--- src/mips_isa_pkg.sv ---
`default_nettype none

package mips_isa_pkg;

	//////////////////////////////
	// widths
	//////////////////////////////
	localparam int WORD_W     = 32;    // data path
	localparam int REG_ADDR_W = 5;     // 32 general registers
	localparam int OP_W       = 5;
	localparam int EXC_W      = 5;     // cause register code field

	typedef logic [WORD_W-1:0]     word_t;
	typedef logic [2*WORD_W-1:0]   dword_t;     // full product, {hi, lo}
	typedef logic [REG_ADDR_W-1:0] reg_addr_t;

	//////////////////////////////
	// operation codes
	//////////////////////////////
	// immediate forms share the register codes
	// decode puts the immediate into an operand
	typedef enum logic [OP_W-1:0] {
		OP_NOP   = 5'd0,
		// logic group
		OP_AND   = 5'd1,
		OP_OR    = 5'd2,
		OP_XOR   = 5'd3,
		OP_NOR   = 5'd4,
		OP_LUI   = 5'd5,     // immediate arrives in operand a
		// shift group
		OP_SLL   = 5'd6,
		OP_SRL   = 5'd7,
		OP_SRA   = 5'd8,
		// arithmetic group
		OP_ADD   = 5'd9,     // traps on overflow
		OP_ADDU  = 5'd10,
		OP_SUB   = 5'd11,    // traps on overflow
		OP_SUBU  = 5'd12,
		OP_SLT   = 5'd13,
		OP_SLTU  = 5'd14,
		OP_MULT  = 5'd15,
		OP_MULTU = 5'd16,
		// move group
		OP_MFHI  = 5'd17,
		OP_MFLO  = 5'd18,
		OP_MTHI  = 5'd19,
		OP_MTLO  = 5'd20
	} aluop_e;

	// exception codes, cause register encoding
	typedef enum logic [EXC_W-1:0] {
		EC_NONE = 5'h00,
		EC_OV   = 5'h0c     // integer overflow
	} exc_code_e;

endpackage

`default_nettype wire

--- src/ex_pipe_pkg.sv ---
`default_nettype none

package ex_pipe_pkg;

	//////////////////////////////
	// pipeline structure
	//////////////////////////////
	// result buffer depth when the top level does not override it
	// must be a power of two, at least 2
	localparam int FIFO_DEPTH_DEF = 4;

	// overflow event counter
	localparam int EXC_CNT_W = 16;    // saturates, never wraps

	typedef logic [EXC_CNT_W-1:0] exc_cnt_t;

endpackage

`default_nettype wire

--- src/ex_result_fifo.sv ---
`timescale 1ns/10ps
`default_nettype none

module ex_result_fifo #(
	parameter int DEPTH = ex_pipe_pkg::FIFO_DEPTH_DEF    // power of two, >= 2
) (
	input  wire                          clk,
	input  wire                          rst_n_i,

	// write side, from alu
	input  wire                          push_valid_i,
	input  wire mips_isa_pkg::word_t     push_wdata_i,
	input  wire mips_isa_pkg::reg_addr_t push_wd_i,
	input  wire                          push_wreg_i,
	input  wire                          push_ov_i,
	output logic                         push_ready_o,

	// read side, to commit
	output logic                         pop_valid_o,
	input  wire                          pop_ready_i,
	output mips_isa_pkg::word_t          pop_wdata_o,
	output mips_isa_pkg::reg_addr_t      pop_wd_o,
	output logic                         pop_wreg_o,
	output logic                         pop_ov_o
);
	import mips_isa_pkg::*;

	localparam int PTR_W = $clog2(DEPTH);
	localparam int CNT_W = $clog2(DEPTH + 1);   // must hold DEPTH itself

	// entry storage
	word_t            wdata_mem [DEPTH];
	reg_addr_t        wd_mem    [DEPTH];
	logic             wreg_mem  [DEPTH];
	logic             ov_mem    [DEPTH];

	logic [PTR_W-1:0] wr_ptr;
	logic [PTR_W-1:0] rd_ptr;
	logic [CNT_W-1:0] count;    // entries held
	logic             do_push;
	logic             do_pop;

	assign push_ready_o = (count != CNT_W'(DEPTH));   // not full
	assign pop_valid_o  = (count != '0);              // not empty

	assign do_push = push_valid_i && push_ready_o;
	assign do_pop  = pop_valid_o && pop_ready_i;

	//////////////////////////////
	// pointers and fill level
	//////////////////////////////
	always_ff @(posedge clk or negedge rst_n_i) begin
		if (!rst_n_i) begin
			wr_ptr <= '0;
			rd_ptr <= '0;
			count  <= '0;
		end else begin
			if (do_push)
				wr_ptr <= wr_ptr + 1'b1;   // wraps, depth is a power of two
			if (do_pop)
				rd_ptr <= rd_ptr + 1'b1;
			case ({do_push, do_pop})
				2'b10:   count <= count + 1'b1;
				2'b01:   count <= count - 1'b1;
				default: count <= count;    // both or neither
			endcase
		end
	end

	// write at the push edge
	always_ff @(posedge clk) begin
		if (do_push) begin
			wdata_mem[wr_ptr] <= push_wdata_i;
			wd_mem[wr_ptr]    <= push_wd_i;
			wreg_mem[wr_ptr]  <= push_wreg_i;
			ov_mem[wr_ptr]    <= push_ov_i;
		end
	end

	// oldest entry always on the read port
	assign pop_wdata_o = wdata_mem[rd_ptr];
	assign pop_wd_o    = wd_mem[rd_ptr];
	assign pop_wreg_o  = wreg_mem[rd_ptr];
	assign pop_ov_o    = ov_mem[rd_ptr];

	// fill level bounded and in step with the pointer distance
	a_count_bound: assert property (@(posedge clk) disable iff (!rst_n_i)
		(count <= CNT_W'(DEPTH))
		&& (PTR_W'(wr_ptr - rd_ptr) == count[PTR_W-1:0]));

endmodule

`default_nettype wire

--- config.mk ---
export PLATFORM = sky130hd
export DESIGN_NAME = ex_result_fifo
export DESIGN_NICKNAME = d
export VERILOG_FILES = /design/src/mips_isa_pkg.sv /design/src/ex_pipe_pkg.sv /design/src/ex_result_fifo.sv
export SDC_FILE = /design/constraint.sdc
export NUM_CORES = 1
export LEC_CHECK = 0
export ABC_CLOCK_PERIOD_IN_PS = 3500
export BUFFER_PORTS_ARGS = -buffer_cell sky130_fd_sc_hd__buf_2
export CAP_MARGIN = 20
export CORE_UTILIZATION = 59
export CTS_BUF_LIST = sky130_fd_sc_hd__clkbuf_16
export CTS_CLUSTER_DIAMETER = 100
export DETAILED_ROUTE_END_ITERATION = 7
export PLACE_DENSITY = 0.82
export SLEW_MARGIN = 10
export SYNTH_ARGS = -nofsm -noshare
export SYNTH_HDL_FRONTEND = slang
export SYNTH_SLANG_ARGS = --single-unit
export TNS_END_PERCENT = 50
--- constraint.sdc ---
create_clock -name clk -period 3.5 [get_ports clk]
set_clock_uncertainty 0.1 [all_clocks]
set_input_delay 0.7 -clock clk [delete_from_list [all_inputs] [get_ports clk]]
set_output_delay 0.7 -clock clk [all_outputs]
set_load 0.02 [all_outputs]
# [Word-level counts from Yosys, hierarchy flattened]
# Memory sizes are Yosys's and may differ from the RTL's.
# Index checks and enable logic that the tools add are counted.
[classes] add_sub_neg=4 eq_ne=3 n_mux=3 n_reduce_logical=4
[op_table] operator="one-hot mux 3 bit (2 select lines)" count=1
[op_table] operator="adder 2 x 1 -> 2 bit, second input constant" count=2
[op_table] operator="adder 3 x 1 -> 3 bit, second input constant" count=1
[op_table] operator="!= test 3 bit, second input constant" count=1
[op_table] operator="nonzero test 3 bit" count=1
[op_table] operator="subtractor 3 x 1 -> 3 bit, second input constant" count=1
[op_table] operator="equality test 2 x 1 -> 1 bit, second input constant" count=1
[op_table] operator="equality test 2 bit, second input constant" count=1
[op_table] operator="logical AND 1 bit" count=2
[op_table] operator="2-to-1 mux 1 bit" count=2
[op_table] operator="nonzero test 2 bit" count=1
[totals] ff_bits=7 ram_bits=156 input_bits=43 out_inout_bits=41 wordCells=21 n_memories=4
[mem_list] name="wdata_mem" depth=4 word_bits=32 read_ports=1 rd_ports_with_merged_regs=0 wr=1 line="ex_result_fifo.sv:32" text="word_t wdata_mem [DEPTH];"
[mem_list] name="wd_mem" depth=4 word_bits=5 read_ports=1 rd_ports_with_merged_regs=0 wr=1 line="ex_result_fifo.sv:33" text="reg_addr_t wd_mem [DEPTH];"
[mem_list] name="ov_mem" depth=4 word_bits=1 read_ports=1 rd_ports_with_merged_regs=0 wr=1 line="ex_result_fifo.sv:35" text="logic ov_mem [DEPTH];"
[mem_list] name="wreg_mem" depth=4 word_bits=1 read_ports=1 rd_ports_with_merged_regs=0 wr=1 line="ex_result_fifo.sv:34" text="logic wreg_mem [DEPTH];"

# [Longest topological paths before layout]
[depth] ltp_word=4 ltp_mapped=9 mapped_depth_nobuf=9

# [Worst setup path after synthesis]
# OpenSTA, ideal clock, no wires.
[synth_path] path_kind="reg2reg" start="register count[0]" end="register count[2]" setup_time_ns=0.079 arrival_time_ns=2.015 required_time_ns=3.321 slack_ns=1.306 stages_incl_launch_ff=10 n_path_buf=0 period_less_slack_ns=2.194 cell_sequence="dfrtp_1 > or3b_4 > and2_4 > inv_1 > ha_1 > inv_1 > fa_1 > xor2_1 > nor2_1 > xor2_1"
[synth_between] elab_chain_len=4 word_cells_on_any_way=10 classes_between="2 x add/sub; 3 x eq/ne; 1 x mux; 4 x reduce/logical"
[synth_rtl] item="from (decl)" line="ex_result_fifo.sv:39" text="logic [CNT_W-1:0] count;"
[synth_rtl] item="from (signal assigned)" line="ex_result_fifo.sv:63" text="2'b10: count <= count + 1'b1;"
[synth_rtl] item="from (signal assigned)" line="ex_result_fifo.sv:64" text="2'b01: count <= count - 1'b1;"
[synth_rtl] item="from (signal assigned)" line="ex_result_fifo.sv:65" text="default: count <= count;"
[synth_rtl] item="!= test 3 bit (*)" line="ex_result_fifo.sv:43" text="assign push_ready_o = (count != CNT_W'(DEPTH));"
[synth_rtl] item="named net push_ready_o" line="ex_result_fifo.sv:16" text="output logic push_ready_o,"
[synth_rtl] item="logical AND 1 bit (*)" line="ex_result_fifo.sv:46" text="assign do_push = push_valid_i && push_ready_o;"
[synth_rtl] item="equality test 2 x 1 -> 1 bit / equality test 2 bit (equally long branches)" line="ex_result_fifo.sv:62" text="case ({do_push, do_pop})"
[synth_rtl] item="one-hot mux 3 bit (2 select lines) / nonzero test 2 bit (equally long branches)"
# The timed path passes the listed nets; every way through them passes the cells marked *.
# A chain may end at the register's enable or synchronous reset.

# [Worst setup path after layout]
[layout_path] start="register rd_ptr[1]" end="output port pop_wdata_o[29]"
[layout_between] elab_chain_len=1
[layout_rtl] item="from (decl)" line="ex_result_fifo.sv:38" text="logic [PTR_W-1:0] rd_ptr;"
[layout_rtl] item="from (signal assigned)" line="ex_result_fifo.sv:61" text="rd_ptr <= rd_ptr + 1'b1;"
[layout_rtl] item="memory (4 x 32 bit)"
[layout_rtl] item="to (decl)" line="ex_result_fifo.sv:21" text="output mips_isa_pkg::word_t pop_wdata_o,"
# Every way passes these cells.

==> flow_summary.toml <==
[clocking]
cts_tree = "yes"
clock_path_buffers = 2
holdBufCountCts = 0
worstSkewPairLatency_ns = 0.42
cts_htree_levels = 4
cts_root_buf = "clkbuf_16"
cts.repair_timing.setup_buffer_count = 0
clock_sinks = 163
post_cts_resized = 0
clkSlewWorstSetupHoldPaths_ns = 0.06
numCtsBuffers = 17

[logic_synthesis]
synthesis.yosys.warnings = 0
synth.ff_latch_count = 163
synthDominantCellAreaShare_pct = 77.6
mappedNetlistNets = 290
synth-seq-area-share_pct = 80.5
largest_area_contributor_in_the_synthesized_netlist = "edfxtp_1"
syn-cell-area_um2 = 6040
post_synth_num_cell_types = 21
syn-instance-count = 241
syn_area_per_cell_um2 = 25.1
ranking_of_synthesized_cells_by_area = "edfxtp_1 (78%), mux4_2 (15%), dfrtp_1 (2.9%), ha_1 (1.0%), and3_2 (0.50%)"

[sta]
tightest_slew_ns = 0.652
post-route-min-period_ns = 2.85
slew_headroom_pct = 56.6
period_share_pct = 81.5
timing.setup.tns_ns = 0
timing.final.max_slew_violations = 0
grt_setup_unrepaired = "false"
fmaxAchievable_mhz = 351
report.final.hold_viol_count = 0
worst_hold_slack_ns = 0.0120
report.final.setup_viol = 0

[final_layout]
filler_cell_count = 542
final_core_util_pct = 73.7
layout-area-overhead-vs-synth_pct = 20.3
final_nets = 393
post_route_cells_drive_above_1_share_pct = 48.5
antenna_cells = 0

[routing]
wire_per_inst_um = 21.6
dr_total_vias = 2811
drt.antenna.violating_nets = 0
drt_iter0_markers = 128
detailedRoute.firstPassIterationCount = 4
route.detailed.drc = 0
route.detailed.vias_per_inst = 5.74
totalWireLength_um = 10600

[global_routing]
grt_use_total_pct = 22.0
global_route_wire_length_before_repair_um = 15700
pin_count_of_the_biggest_net_entering_global_routing = 40
number_of_global_route_vias_before_repair = 2956
number_of_antenna_violations_at_the_first_check_in_global_routing = 1
overflow = 0

[die]
die_height_um = 103
start_util_pct = 61.2
core_region_area_um2 = 9860
die-area_um2 = 10600
io_pins = 84
rows = 36
die_x_um = 103

[placed_design]
placement.io_buffers = 83
routabilityCongestion = 0.706
dpl.hpwl_um = 6340

[pwr]
worst_ir_drop_vdd_uv = 503
p_total_mw = 6.65
power-per-cell-area_nw_per_um2 = 915
leakage_nw = 2.58

[worst_setup_path]
cp_slowest_cell = "dfrtp_2"
worstPathCellList = "buf_4, mux4_2, buf_2"
timing.reg2reg.setup_slack_ns = 1.16
cp.buffers_inverters = 2
crit_path_end_kind = "output port"
timing.critical_path.required_ns = 2.70
worst-r2r-cell-count = 9
worstPathArrival_ns = 2.05
crit_reg_reg_endpoint = "count[2]"
worst_path_dominant_cell_family = "flip-flops"
worstSetupPathType = "reg -> out"
max_stage_delay_ns = 0.75
setup.worst_path.start_class = "flop"
critical_path.reg2reg.startpoint = "count[0]"
crit_fanout = 24

[flow_run]
cap_violations = 0

[hold_path]
timing.hold.worst.class = "in -> async"

[outcome]
outcome = "finished, final reports clean"
## worst register-to-register path: cells and delay by family, from the launching register on
family	cells	cell delay, ns
xor+xnor	2	0.34
fa+ha+maj	2	0.54
simple gates	3	0.74
flops	1	0.43
buf+inv	2	0.12
## cell usage in the layout (no fill, tap or decap)
cell type,netlist,layout
edfxtp_1,156,156
buf_2,4,83
mux4_2,39,39
clkbuf_16,0,17
buf_4,2,9
inv_6,0,7
inv_1,6,6
ha_1,5,5
dfrtp_1,7,5
and3_2,4,4
xnor2_1,3,3
xor2_1,3,3
clkinv_2,0,3
bufinv_16,0,3
dfrtp_2,0,2
or3_2,1,1
and2_1,1,1
or3b_4,1,1
and2_4,1,1
mux2i_1,1,1
mux2_4,1,1
nand3_1,1,1
nor2_1,1,1
fa_1,1,1
clkinvlp_4,0,1
clkinv_1,0,1
buf_12,0,1
## where the power goes
part / switching [mW] / internal, mW
registers: 0.187 / 2.59
logic: 1.13 / 0.860
clock network: 0.746 / 1.13
## metrics by stage
stage	setup slack, ns	instances	instance area (um2)
global route	0.554	490	7270
floorplan	1.31	241	6040
detailed placement	1.07	458	6670
CTS	0.604	490	7270
finish	0.648	490	7270
global placement	1.10	458	6670
## routing by layer
metal / wire length (um) / vias up / global-route usage (%)
met5: 13 / - / 0
met2: 5610 / 111 / 35.7
met4: 130 / 2 / 9.64
met1: 4250 / 1468 / 27.8
li1: - / 1220 / -
met3: 568 / 10 / 6.72
## synthesized netlist by cell type, drive strengths merged
cell	instances
and2	2
and3	4
buf	8
clkbuf	1
dfrtp	7
edfxtp	156
fa	1
ha	5
inv	6
mux2	1
mux2i	1
mux4	39
nand3	1
nor2	1
or3	1
or3b	1
xnor2	3
xor2	3
## sequential cells by signal, indices dropped and copies added, names as in the netlist
name and flops:
count 3, rd_ptr 2, wdata_mem 128, wd_mem 20
ov_mem 4, wr_ptr 2, wreg_mem 4
## logic make-up after synthesis
group | after synthesis | share of synthesized area, %
fa+ha+maj | 6 | 1.37
flops | 163 | 80.5
mux | 41 | 15.0
simple gates | 10 | 1.20
xor+xnor | 6 | 0.870
buf+inv | 15 | 1.14
## area by class of cell
cell class | instances | area, um2 | share of cell area (%)
Tap cell | 133 | 166 | 2.29
Clock buffer | 17 | 425 | 5.85
Sequential cell | 163 | 4860 | 66.9
Multi-Input combinational cell | 63 | 1110 | 15.3
Clock inverter | 15 | 178 | 2.44
Timing Repair Buffer | 93 | 503 | 6.92
Inverter | 6 | 22.5 | 0.310
## worst max path at each step
stage / from / to / slack [ns] / cells after the start
2_1_floorplan: count[0] / count[2] / 1.31 / 9
3_3_place_gp: rd_ptr[1] / pop_wdata_o[24] / 1.10 / 3
3_5_place_dp: rd_ptr[1] / pop_wdata_o[26] / 1.07 / 3
4_1_cts: rd_ptr[1] / pop_wdata_o[29] / 0.60 / 3
5_1_grt: rd_ptr[1] / pop_wdata_o[29] / 0.55 / 3
6_report: rd_ptr[1] / pop_wdata_o[29] / 0.65 / 3
Power figures use the tool's default switching activity.
