$ cat config.mk
export PLATFORM = sky130hd
export DESIGN_NAME = ex_commit
export DESIGN_NICKNAME = d
export VERILOG_FILES = /design/src/mips_isa_pkg.sv /design/src/ex_pipe_pkg.sv /design/src/ex_commit.sv
export SDC_FILE = /design/constraint.sdc
export NUM_CORES = 1
export LEC_CHECK = 0
export ABC_AREA = 0
export BUFFER_PORTS_ARGS = -buffer_cell sky130_fd_sc_hd__buf_2
export CAP_MARGIN = 20
export CORE_AREA = 3 3 75 77
export DETAILED_ROUTE_END_ITERATION = 8
export DIE_AREA = 0 0 78 80
export GPL_ROUTABILITY_DRIVEN = 0
export PLACE_DENSITY_LB_ADDON = 0.2
export SYNTH_ARGS = -nofsm -noshare
export SYNTH_HDL_FRONTEND = slang
export SYNTH_SLANG_ARGS = --single-unit
$ cat constraint.sdc
create_clock -name clk -period 2.4 [get_ports clk]
set_input_delay 0.24 -clock clk [delete_from_list [all_inputs] [get_ports clk]]
set_output_delay 0.24 -clock clk [all_outputs]
set_load 0.05 [all_outputs]
$ cat src/mips_isa_pkg.sv
`default_nettype none

package mips_isa_pkg;

	//////////////////////////////
	// widths
	//////////////////////////////
	localparam int WORD_W     = 32;    // data path
	localparam int REG_ADDR_W = 5;     // 32 general registers
	localparam int OP_W       = 5;
	localparam int EXC_W      = 5;     // cause register code field

	typedef logic [WORD_W-1:0]     word_t;
	typedef logic [2*WORD_W-1:0]   dword_t;     // full product, {hi, lo}
	typedef logic [REG_ADDR_W-1:0] reg_addr_t;

	//////////////////////////////
	// operation codes
	//////////////////////////////
	// immediate forms share the register codes
	// decode puts the immediate into an operand
	typedef enum logic [OP_W-1:0] {
		OP_NOP   = 5'd0,
		// logic group
		OP_AND   = 5'd1,
		OP_OR    = 5'd2,
		OP_XOR   = 5'd3,
		OP_NOR   = 5'd4,
		OP_LUI   = 5'd5,     // immediate arrives in operand a
		// shift group
		OP_SLL   = 5'd6,
		OP_SRL   = 5'd7,
		OP_SRA   = 5'd8,
		// arithmetic group
		OP_ADD   = 5'd9,     // traps on overflow
		OP_ADDU  = 5'd10,
		OP_SUB   = 5'd11,    // traps on overflow
		OP_SUBU  = 5'd12,
		OP_SLT   = 5'd13,
		OP_SLTU  = 5'd14,
		OP_MULT  = 5'd15,
		OP_MULTU = 5'd16,
		// move group
		OP_MFHI  = 5'd17,
		OP_MFLO  = 5'd18,
		OP_MTHI  = 5'd19,
		OP_MTLO  = 5'd20
	} aluop_e;

	// exception codes, cause register encoding
	typedef enum logic [EXC_W-1:0] {
		EC_NONE = 5'h00,
		EC_OV   = 5'h0c     // integer overflow
	} exc_code_e;

endpackage

`default_nettype wire

$ cat src/ex_pipe_pkg.sv
`default_nettype none

package ex_pipe_pkg;

	//////////////////////////////
	// pipeline structure
	//////////////////////////////
	// result buffer depth when the top level does not override it
	// must be a power of two, at least 2
	localparam int FIFO_DEPTH_DEF = 4;

	// overflow event counter
	localparam int EXC_CNT_W = 16;    // saturates, never wraps

	typedef logic [EXC_CNT_W-1:0] exc_cnt_t;

endpackage

`default_nettype wire

$ cat src/ex_commit.sv
`timescale 1ns/10ps
`default_nettype none

module ex_commit (
	input  wire                          clk,
	input  wire                          rst_n_i,

	// from result fifo
	input  wire                          pop_valid_i,
	input  wire mips_isa_pkg::word_t     pop_wdata_i,
	input  wire mips_isa_pkg::reg_addr_t pop_wd_i,
	input  wire                          pop_wreg_i,
	input  wire                          pop_ov_i,
	output logic                         pop_ready_o,

	// registered result
	output logic                         out_valid_o,
	input  wire                          out_ready_i,
	output mips_isa_pkg::reg_addr_t      out_wd_o,
	output logic                         out_wreg_o,
	output mips_isa_pkg::word_t          out_wdata_o,
	output mips_isa_pkg::exc_code_e      out_exc_o,
	output ex_pipe_pkg::exc_cnt_t        exc_cnt_o      // delivered overflows
);
	import mips_isa_pkg::*;
	import ex_pipe_pkg::*;

	localparam exc_cnt_t CNT_MAX = '1;

	logic load;     // take a new entry
	logic drain;    // current word leaves

	// take the next entry when empty or emptying this cycle
	assign pop_ready_o = !out_valid_o || out_ready_i;
	assign load        = pop_valid_i && pop_ready_o;
	assign drain       = out_valid_o && out_ready_i;

	always_ff @(posedge clk or negedge rst_n_i) begin
		if (!rst_n_i)
			out_valid_o <= 1'b0;
		else if (load)
			out_valid_o <= 1'b1;
		else if (drain)
			out_valid_o <= 1'b0;
	end

	//////////////////////////////
	// exception rule
	//////////////////////////////
	// overflow kills the register write and its data
	always_ff @(posedge clk) begin
		if (load) begin
			out_wd_o    <= pop_wd_i;
			out_wreg_o  <= pop_wreg_i && !pop_ov_i;
			out_wdata_o <= pop_ov_i ? '0 : pop_wdata_i;
			out_exc_o   <= pop_ov_i ? EC_OV : EC_NONE;
		end
	end

	// count only what actually left, stop at the top
	always_ff @(posedge clk or negedge rst_n_i) begin
		if (!rst_n_i)
			exc_cnt_o <= '0;
		else if (drain && (out_exc_o == EC_OV) && (exc_cnt_o != CNT_MAX))
			exc_cnt_o <= exc_cnt_o + 1'b1;
	end

	// stalled output word is held until the sink takes it
	a_out_hold: assert property (@(posedge clk) disable iff (!rst_n_i)
		out_valid_o && !out_ready_i |=>
			out_valid_o && $stable(out_wdata_o) && $stable(out_wd_o)
			&& $stable(out_wreg_o) && $stable(out_exc_o));

endmodule

`default_nettype wire

* Word level (Yosys, flattened, before mapping) *
Cells that the tools add are included.

storage, ports and cells
  bits in registers = 60
  input bits = 43

operators by class
  $add $sub $neg = 1
  equal/unequal tests = 2
  multiplexer cells = 3
  reductions and logical operators = 9

operators by type and width
  kind                     number
  $add A16 B1 Y16 const B  1
  $ne A16 B16 Y1 const B   1
  $eq A5 B4 Y1 const B     1
  $logic_and A1 B1 Y1      5
  $mux W4                  1
  $logic_not A1 Y1         2
  $mux W1                  2
  $reduce_bool A2 Y1       1
  $logic_or A1 B1 Y1       1

* Depth between registers and ports, before layout *
Gate-level depths: netlist of the first run.

  depth after elaboration = 4
  gate-level depth with buffers = 5

* Worst setup path before layout of the first run *
OpenSTA, ideal clock, no wires.

  path kind = register -> register
  start = register out_valid_o
  end = register out_exc_o[2] (enable)
  arrival time = 2.117 ns
  slack = -0.117 ns
  cell stages (with the launch flop) = 3
  path buffers = 0
  cell sequence = dfrtp_1 nand2b_1 and2_1

on the way
  cells in the longest elaborated chain, start to end = 3

ends and longest elaborated chain
  item                    line             source
  start, declared         ex_commit.sv:17  output logic out_valid_o,
  start signal, assigned  ex_commit.sv:40  out_valid_o <= 1'b0;
  start signal, assigned  ex_commit.sv:42  out_valid_o <= 1'b1;
  start signal, assigned  ex_commit.sv:44  out_valid_o <= 1'b0;
  $logic_not A1 Y1        ex_commit.sv:34  assign pop_ready_o = !out_valid_o || out_ready_i;
  $logic_or A1 B1 Y1      ex_commit.sv:34
  net pop_ready_o         ex_commit.sv:14  output logic pop_ready_o,
  $logic_and A1 B1 Y1     ex_commit.sv:35  assign load = pop_valid_i && pop_ready_o;
  net load                ex_commit.sv:30  logic load;
  end signal, assigned    ex_commit.sv:56  out_exc_o <= pop_ov_i ? EC_OV : EC_NONE;
  end, declared           ex_commit.sv:22  output mips_isa_pkg::exc_code_e out_exc_o,

The timed path passes the listed nets, and every way through them passes these cells.
A chain may end at the register's enable or synchronous reset.

* Worst setup path in the final report of the first run *
  start = register exc_cnt_o[0]
  end = register exc_cnt_o[1]

on the way
  cells in the longest elaborated chain, start to end = 2
  elaborated cells between the ends (all ways) = 3
  classes of those cells = add/sub: 1; eq/ne: 1; reduce/logical: 1

ends and longest elaborated chain
  item                                                                     line             source
  start, declared                                                          ex_commit.sv:23  output ex_pipe_pkg::exc_cnt_t exc_cnt_o
  start signal, assigned                                                   ex_commit.sv:65  exc_cnt_o <= exc_cnt_o + 1'b1;
  parallel branches: the longest is 2 deep, another holds $add A16 B1 Y16  --

Parallel ways; which one is timed is not known.

==> impl_metrics.toml, run 1 <==
[pwr]
vdd_drop_max_v = 0.000417
power_density_nw_per_um2 = 818
leakage_nw = 1.34

[floorplanning]
fp.dieW_um = 78
ios = 104
initial_core_util = 0.453
die_area_um2 = 6240
coreArea_um2 = 5070
row_count = 26
die_h_um = 80

[drt]
wl_per_cell_um = 13.8
drt_iter0_drc = 46
dr_wl_met2_um = 2320
finalWirelength_um = 4590
ant_nets = 0
drc = 0
wl_met3_um = 359
drt-met1-wl_um = 1820
num_vias = 1576
drt_first_pass_iters = 4
vias_per_cell = 4.73
top_layer = "met4"

[global_route]
grt_max_degree = 40
overflow = 0
grt_first_pass_wirelength_um = 7120
antenna_found_initial = 0
grt_use_total = 0.146
grt_pass1_vias = 1523

[clock_tree]
cts-resized-gates = 0
cts_num_sinks = 56
clk_pin_slew_ps = 100
cts-buffers-inserted = 5
cts_buffer_depth = 2
clock_latency_ps = 300
cts_tree = "yes"
cts.root.buffer_cell = "clkbuf_8"
htreeDepth = 2

[timing]
max_slew_margin = 0.628
setup-violations-final = 0
setup_ws_ps = 688
min_period_over_period = 0.713
worst_clock_skew_ps = 3.97
worst_pin_slew_ps = 558
period_needed_ps = 1710
timing.fmax_mhz = 584
rsz0062_at_grt = "no"
fin_setup_tns_ps = 0
final-hold-violation-count = 0
slew_viol_final = 0

[yosys]
syn_area_per_cell_um2 = 14.5
syn-cell-area_um2 = 2300
ys_seq_area_frac = 0.695
syn_inst = 158
ys_seq_elements = 56
synthDistinctLibCells = 28
yosysWarnings = 0

[setup_path]
cp-start-kind = "register"
path_cells = "ha_1, nand4_1, nor4_4, nor2_2, mux2_4"
slowest_stage = "dfrtp_1"
slowest_delay_ps = 420
worst-path-buf-inv = 0
cp.arrival_ps = 1910
worstPathRequired_ps = 2600
critPathKind = "register to register"
path_delay_family = "simple AND/OR/NAND/NOR gates"
endpoint_kind = "register"
path_max_fanout = 5

[place]
dp.cells = 324
dp.final_hpwl_um = 3390
place_ws_ps = 704
portBuffers = 100

[run]
cap_violations = 0

[final_layout]
nets = 306
fillCellCount = 450
drive_above_1_share = 0.445
diodes = 0
synthToLayoutAreaGrowth_pct = 30.7
fin_cells = 333

[status]
status = "finished clean"

[min_path]
hold_class = "input pin to register"
## synth_stat cells
master,instances,area share
nor2b_1,33,0.090
conb_1,1,0.0016
nand4_1,8,0.022
mux2_4,1,0.0065
nor2_2,2,0.0054
xor2_1,2,0.0076
buf_4,4,0.013
and4_1,2,0.0076
edfxtp_1,39,0.51
nand2b_1,2,0.0054
and2_1,2,0.0054
nand4b_1,2,0.0076
and3_1,3,0.0082
nand4_2,1,0.0054
mux2_2,2,0.0098
ha_1,1,0.0054
o21ai_1,1,0.0022
nor3_1,1,0.0022
dfrtp_1,17,0.19
nor4_1,1,0.0027
nor4_4,1,0.0093
o21ai_0,2,0.0044
nor2_1,2,0.0033
nand4_4,1,0.0093
xnor2_1,10,0.038
clkbuf_1,3,0.0049
nand2_1,5,0.0082
nand3_1,9,0.020
## layout by cell type (no fill, tap or decap), drive strengths merged
cell	Yosys	final
conb	1	3
nand4b	2	2
nor2	4	4
dfrtp	17	17
clkbuf	3	6
and3	3	3
xor2	2	2
and2	2	2
nand2b	2	2
nor2b	33	33
nor4	2	2
ha	1	1
buf	4	101
nand2	5	5
nor3	1	1
xnor2	10	10
o21ai	3	3
nand4	10	10
mux2	3	3
and4	2	2
nand3	9	9
bufinv	0	2
edfxtp	39	39
dlygate4sd3	0	1
## repair_timing
| item | 4_1_cts | 5_1_grt |
|---|---|---|
| hold buffers | 1 | 0 |
| buffers inserted | 0 | 0 |
| endpoints found under the hold margin | 17 | 0 |
## kinds of logic after synthesis
logic type	Yosys count	share of synthesized area
other	1	0.00163
xor gates and xnor gates	12	0.0458
AOI/OAI and AO/OA	3	0.00653
muxes	3	0.0163
adders and majority gates	1	0.00545
DFF	56	0.695
buffers and inverters	7	0.0180
and+or+nand+nor	75	0.211
## metal layers
layer,track usage,vias to the layer above
met1,0.178,747
met5,0,-
met4,0.0559,0
li1,-,764
met2,0.238,57
met3,0.0542,8
## worst paths after layout
check | start | cells past startpoint | slack, ps | end
max | exc_cnt_o[0]$_DFFE_PN0P_ | 5 | 690 | exc_cnt_o[1]$_DFFE_PN0P_
min | pop_wd_i[3] | 1 | 100 | out_wd_o[3]$_DFFE_PP_
max reg2reg | exc_cnt_o[0]$_DFFE_PN0P_ | 5 | 690 | exc_cnt_o[1]$_DFFE_PN0P_
min reg2reg | exc_cnt_o[8]$_DFFE_PN0P_ | 1 | 530 | exc_cnt_o[8]$_DFFE_PN0P_
max in group asynchronous | rst_n_i | 2 | 1750 | exc_cnt_o[14]$_DFFE_PN0P_
min in group asynchronous | rst_n_i | 2 | 380 | exc_cnt_o[11]$_DFFE_PN0P_
## per-stage QoR
stage	hold WS, ps	util	total power [W]	instance area (um2)
floorplan	-55.6	-	0.00162	2310
global placement	185	0.564	0.00176	2860
detailed placement	182	0.564	0.00177	2860
CTS	91.6	0.592	0.00248	3000
global route	83.9	0.592	0.00256	3000
finish	102	0.592	0.00246	3000
## area by class of cell
type / count / area, um2 / area share
Clock inverter: 2 / 60.1 / 0.0200
Multi-Input combinational cell: 97 / 668 / 0.223
Timing Repair Buffer: 102 / 518 / 0.173
Tap cell: 70 / 87.6 / 0.0292
Clock buffer: 6 / 72.6 / 0.0242
Sequential cell: 56 / 1600 / 0.532
## where the power goes
group          switching, W  internal [W]
logic              0.000406      0.000137
clock network      0.000296      0.000417
registers         0.0000774       0.00112
## worst register-to-register path: stages (launching register included)
cell and delay [ps]:
dfrtp_1 420, ha_1 210, nand4_1 180, nor4_4 400, nor2_2 100, mux2_4 300
## registers in the layout (all words and copies together), names as in the netlist
signal and flops:
out_valid_o 1, out_wreg_o 1, out_wdata_o 32, out_exc_o 1, exc_cnt_o 16, out_wd_o 5
Power figures use the tool's default switching activity.
==> inputs of run 2 (changes only) <==
ABC_AREA = 1   (was 0)
CORE_AREA = 3 3 78 80   (was 3 3 75 77)
DIE_AREA = 0 0 81 83   (was 0 0 78 80)
clock period = 1.6 ns   (was 2.4 ns; I/O delays follow)
==> impl_metrics.toml, run 2 <==
[timing]
fin_setup_tns_ps = 0
fin_hold_ws_ps = 22.0
slew_viol_final = 0
final-hold-violation-count = 0
rsz0062_at_grt = "no"
period_needed_ps = 1470
timing.fmax_mhz = 678
min_period_over_period = 0.922
setup-violations-final = 0
max_slew_margin = 0.620
worst_clock_skew_ps = 5.24
worst_pin_slew_ps = 570

[global_route]
grt_max_degree = 38
overflow = 0
grt_use_total = 0.169
antenna_found_initial = 0
grt_pass1_vias = 1945
grt_first_pass_wirelength_um = 8960

[clock_tree]
clock_latency_ps = 310
clk_pin_slew_ps = 110
cts_num_sinks = 56
cts.root.buffer_cell = "clkbuf_8"
cts_tree = "yes"
cts_buffer_depth = 2
htreeDepth = 2
post_cts_buffers = 0
cts-buffers-inserted = 5

[yosys]
ys_seq_elements = 56
synthDistinctLibCells = 26
syn_inst = 269
yosysWarnings = 0
synth.top_cell.area_share = 0.450
synth.most_common_cell = "nand2_1"
synth_ff_type = "edfxtp_1"
syn_area_per_cell_um2 = 9.68
yosysTopAreaCell = "edfxtp_1"
ys_async_sr_fraction = 0.304
syn-cell-area_um2 = 2600
ys_seq_area_frac = 0.613
synth_edf_count = 39
ys_top_cells_by_area = "edfxtp_1 (45%), dfrtp_1 (16%), nand2_1 (8.1%), inv_1 (7.1%), nor2_1 (7.1%)"
post_synth_most_frequent_cells = "nand2_1 (56), inv_1 (49), nor2_1 (49)"

[final_layout]
drive_above_1_share = 0.361
diodes = 0
final_common_cell = "buf_2"
nets = 417
largest_reg_flops = 32
final_area_um2 = 3330
synthToLayoutAreaGrowth_pct = 28.0
largest-register = "out_wdata_o"
final_cell_mix = "buf_2 (100), nand2_1 (56), inv_1 (49)"
reg_top3 = "out_wdata_o: 32 flops, exc_cnt_o: 16 flops, out_wd_o: 5 flops"

[setup_path]
cp.arrival_ps = 1710
reg2reg_slack_ps = 130
critPathKind = "register to register"
path_max_fanout = 10
cp-start-kind = "register"
worstPathRequired_ps = 1840
endpoint_kind = "register"

[floorplanning]
die_area_um2 = 6720
fp.dieW_um = 81
initial_core_util = 0.476
coreArea_um2 = 5470
row_count = 27
ios = 104
die_h_um = 83

[place]
dp.final_hpwl_um = 4100
placed_cell_area_um2 = 3190
portBuffers = 100

[drt]
vias_per_cell = 4.48
finalWirelength_um = 5370
drc = 0
wl_per_cell_um = 12.0
drt_first_pass_iters = 4
ant_nets = 0
drt_iter0_drc = 70
num_vias = 1998

[pwr]
leakage_nw = 1.73
power_density_nw_per_um2 = 1090
vdd_drop_max_v = 0.000554

[min_path]
hold_class = "input pin to register"

[status]
status = "finished clean"

[run]
cap_violations = 0
==> run 2: changes by cell type after synthesis, sizes merged, moves of 3 or more <==
cell,delta
o21ai,+4
nand3b,+3
xnor2,-8
inv,+52
nand2,+58
mux2,-3
and3,-3
nor2,+52
nor2b,-33
nand4,-3
==> run 2: area by class of cell <==
type                            count  area [um2]
Multi-Input combinational cell    155         792
Clock inverter                      3        46.3
Timing Repair Buffer              103         541
Sequential cell                    56        1600
Tap cell                           72        90.1
Fill cell                         513        2140
Clock buffer                        5        68.8
Inverter                           52         195
==> run 2: worst max-delay path, cell delays in order (launching register included) <==
cell,delay (ps)
dfrtp_2,460
ha_2,230
inv_2,80
nor2_2,50
nand2_2,130
nor2_8,60
nor2_4,220
nand2_1,100
o21ai_1,80
==> run 2: through the flow <==
stage	worst slack [ps]	std cells	util	power, W
after floorplan	-80.2	271	-	0.00247
after global placement	137	436	0.583	0.00270
after detailed placement	61.0	436	0.583	0.00272
after CTS	49.3	445	0.606	0.00366
after global routing	7.40	446	0.609	0.00380
final	126	446	0.609	0.00362
==> run 2: path summary, 6_finish.rpt <==
path / start / endpoint / cells after the start
worst max-delay path: exc_cnt_o[0]$_DFFE_PN0P_ / exc_cnt_o[11]$_DFFE_PN0P_ / 8
worst min-delay path: pop_wd_i[4] / out_wd_o[4]$_DFFE_PP_ / 1
worst max register to register: exc_cnt_o[0]$_DFFE_PN0P_ / exc_cnt_o[11]$_DFFE_PN0P_ / 8
worst min register to register: exc_cnt_o[1]$_DFFE_PN0P_ / exc_cnt_o[1]$_DFFE_PN0P_ / 2
max in group asynchronous: rst_n_i / exc_cnt_o[0]$_DFFE_PN0P_ / 2
min in group asynchronous: rst_n_i / exc_cnt_o[7]$_DFFE_PN0P_ / 2
==> run 2: timing repair <==
item                                    CTS  global route
hold endpoints to repair                 17             1
endpoints found under the setup margin    0            13
resized for setup                         0             2
hold buffers                              1             1
==> run 2: power breakdown <==
part / internal, W / switching (W)
logic: 0.000219 / 0.000674
registers: 0.00168 / 0.000104
clock network: 0.000472 / 0.000470
total: 0.00238 / 0.00125
==> run 2: kinds of logic (layout without fill, tap and decap cells) <==
group / count (synthesis) / in the layout / synth area share
AND/OR/NAND/NOR: 139 / 139 / 0.257
AO/OA/AOI/OAI: 8 / 8 / 0.0182
adder cells (fa/ha/maj): 1 / 1 / 0.00480
flip-flops: 56 / 56 / 0.613
XOR/XNOR: 4 / 4 / 0.0135
other: 1 / 3 / 0.00144
buffers and inverters: 60 / 163 / 0.0922
==> run 2: layer usage <==
layer,GRT usage,share of wire,wire (um)
met5,0,0,0
met4,0.0415,0.0063,34
met3,0.0716,0.098,526
met2,0.276,0.50,2660
met1,0.206,0.40,2150
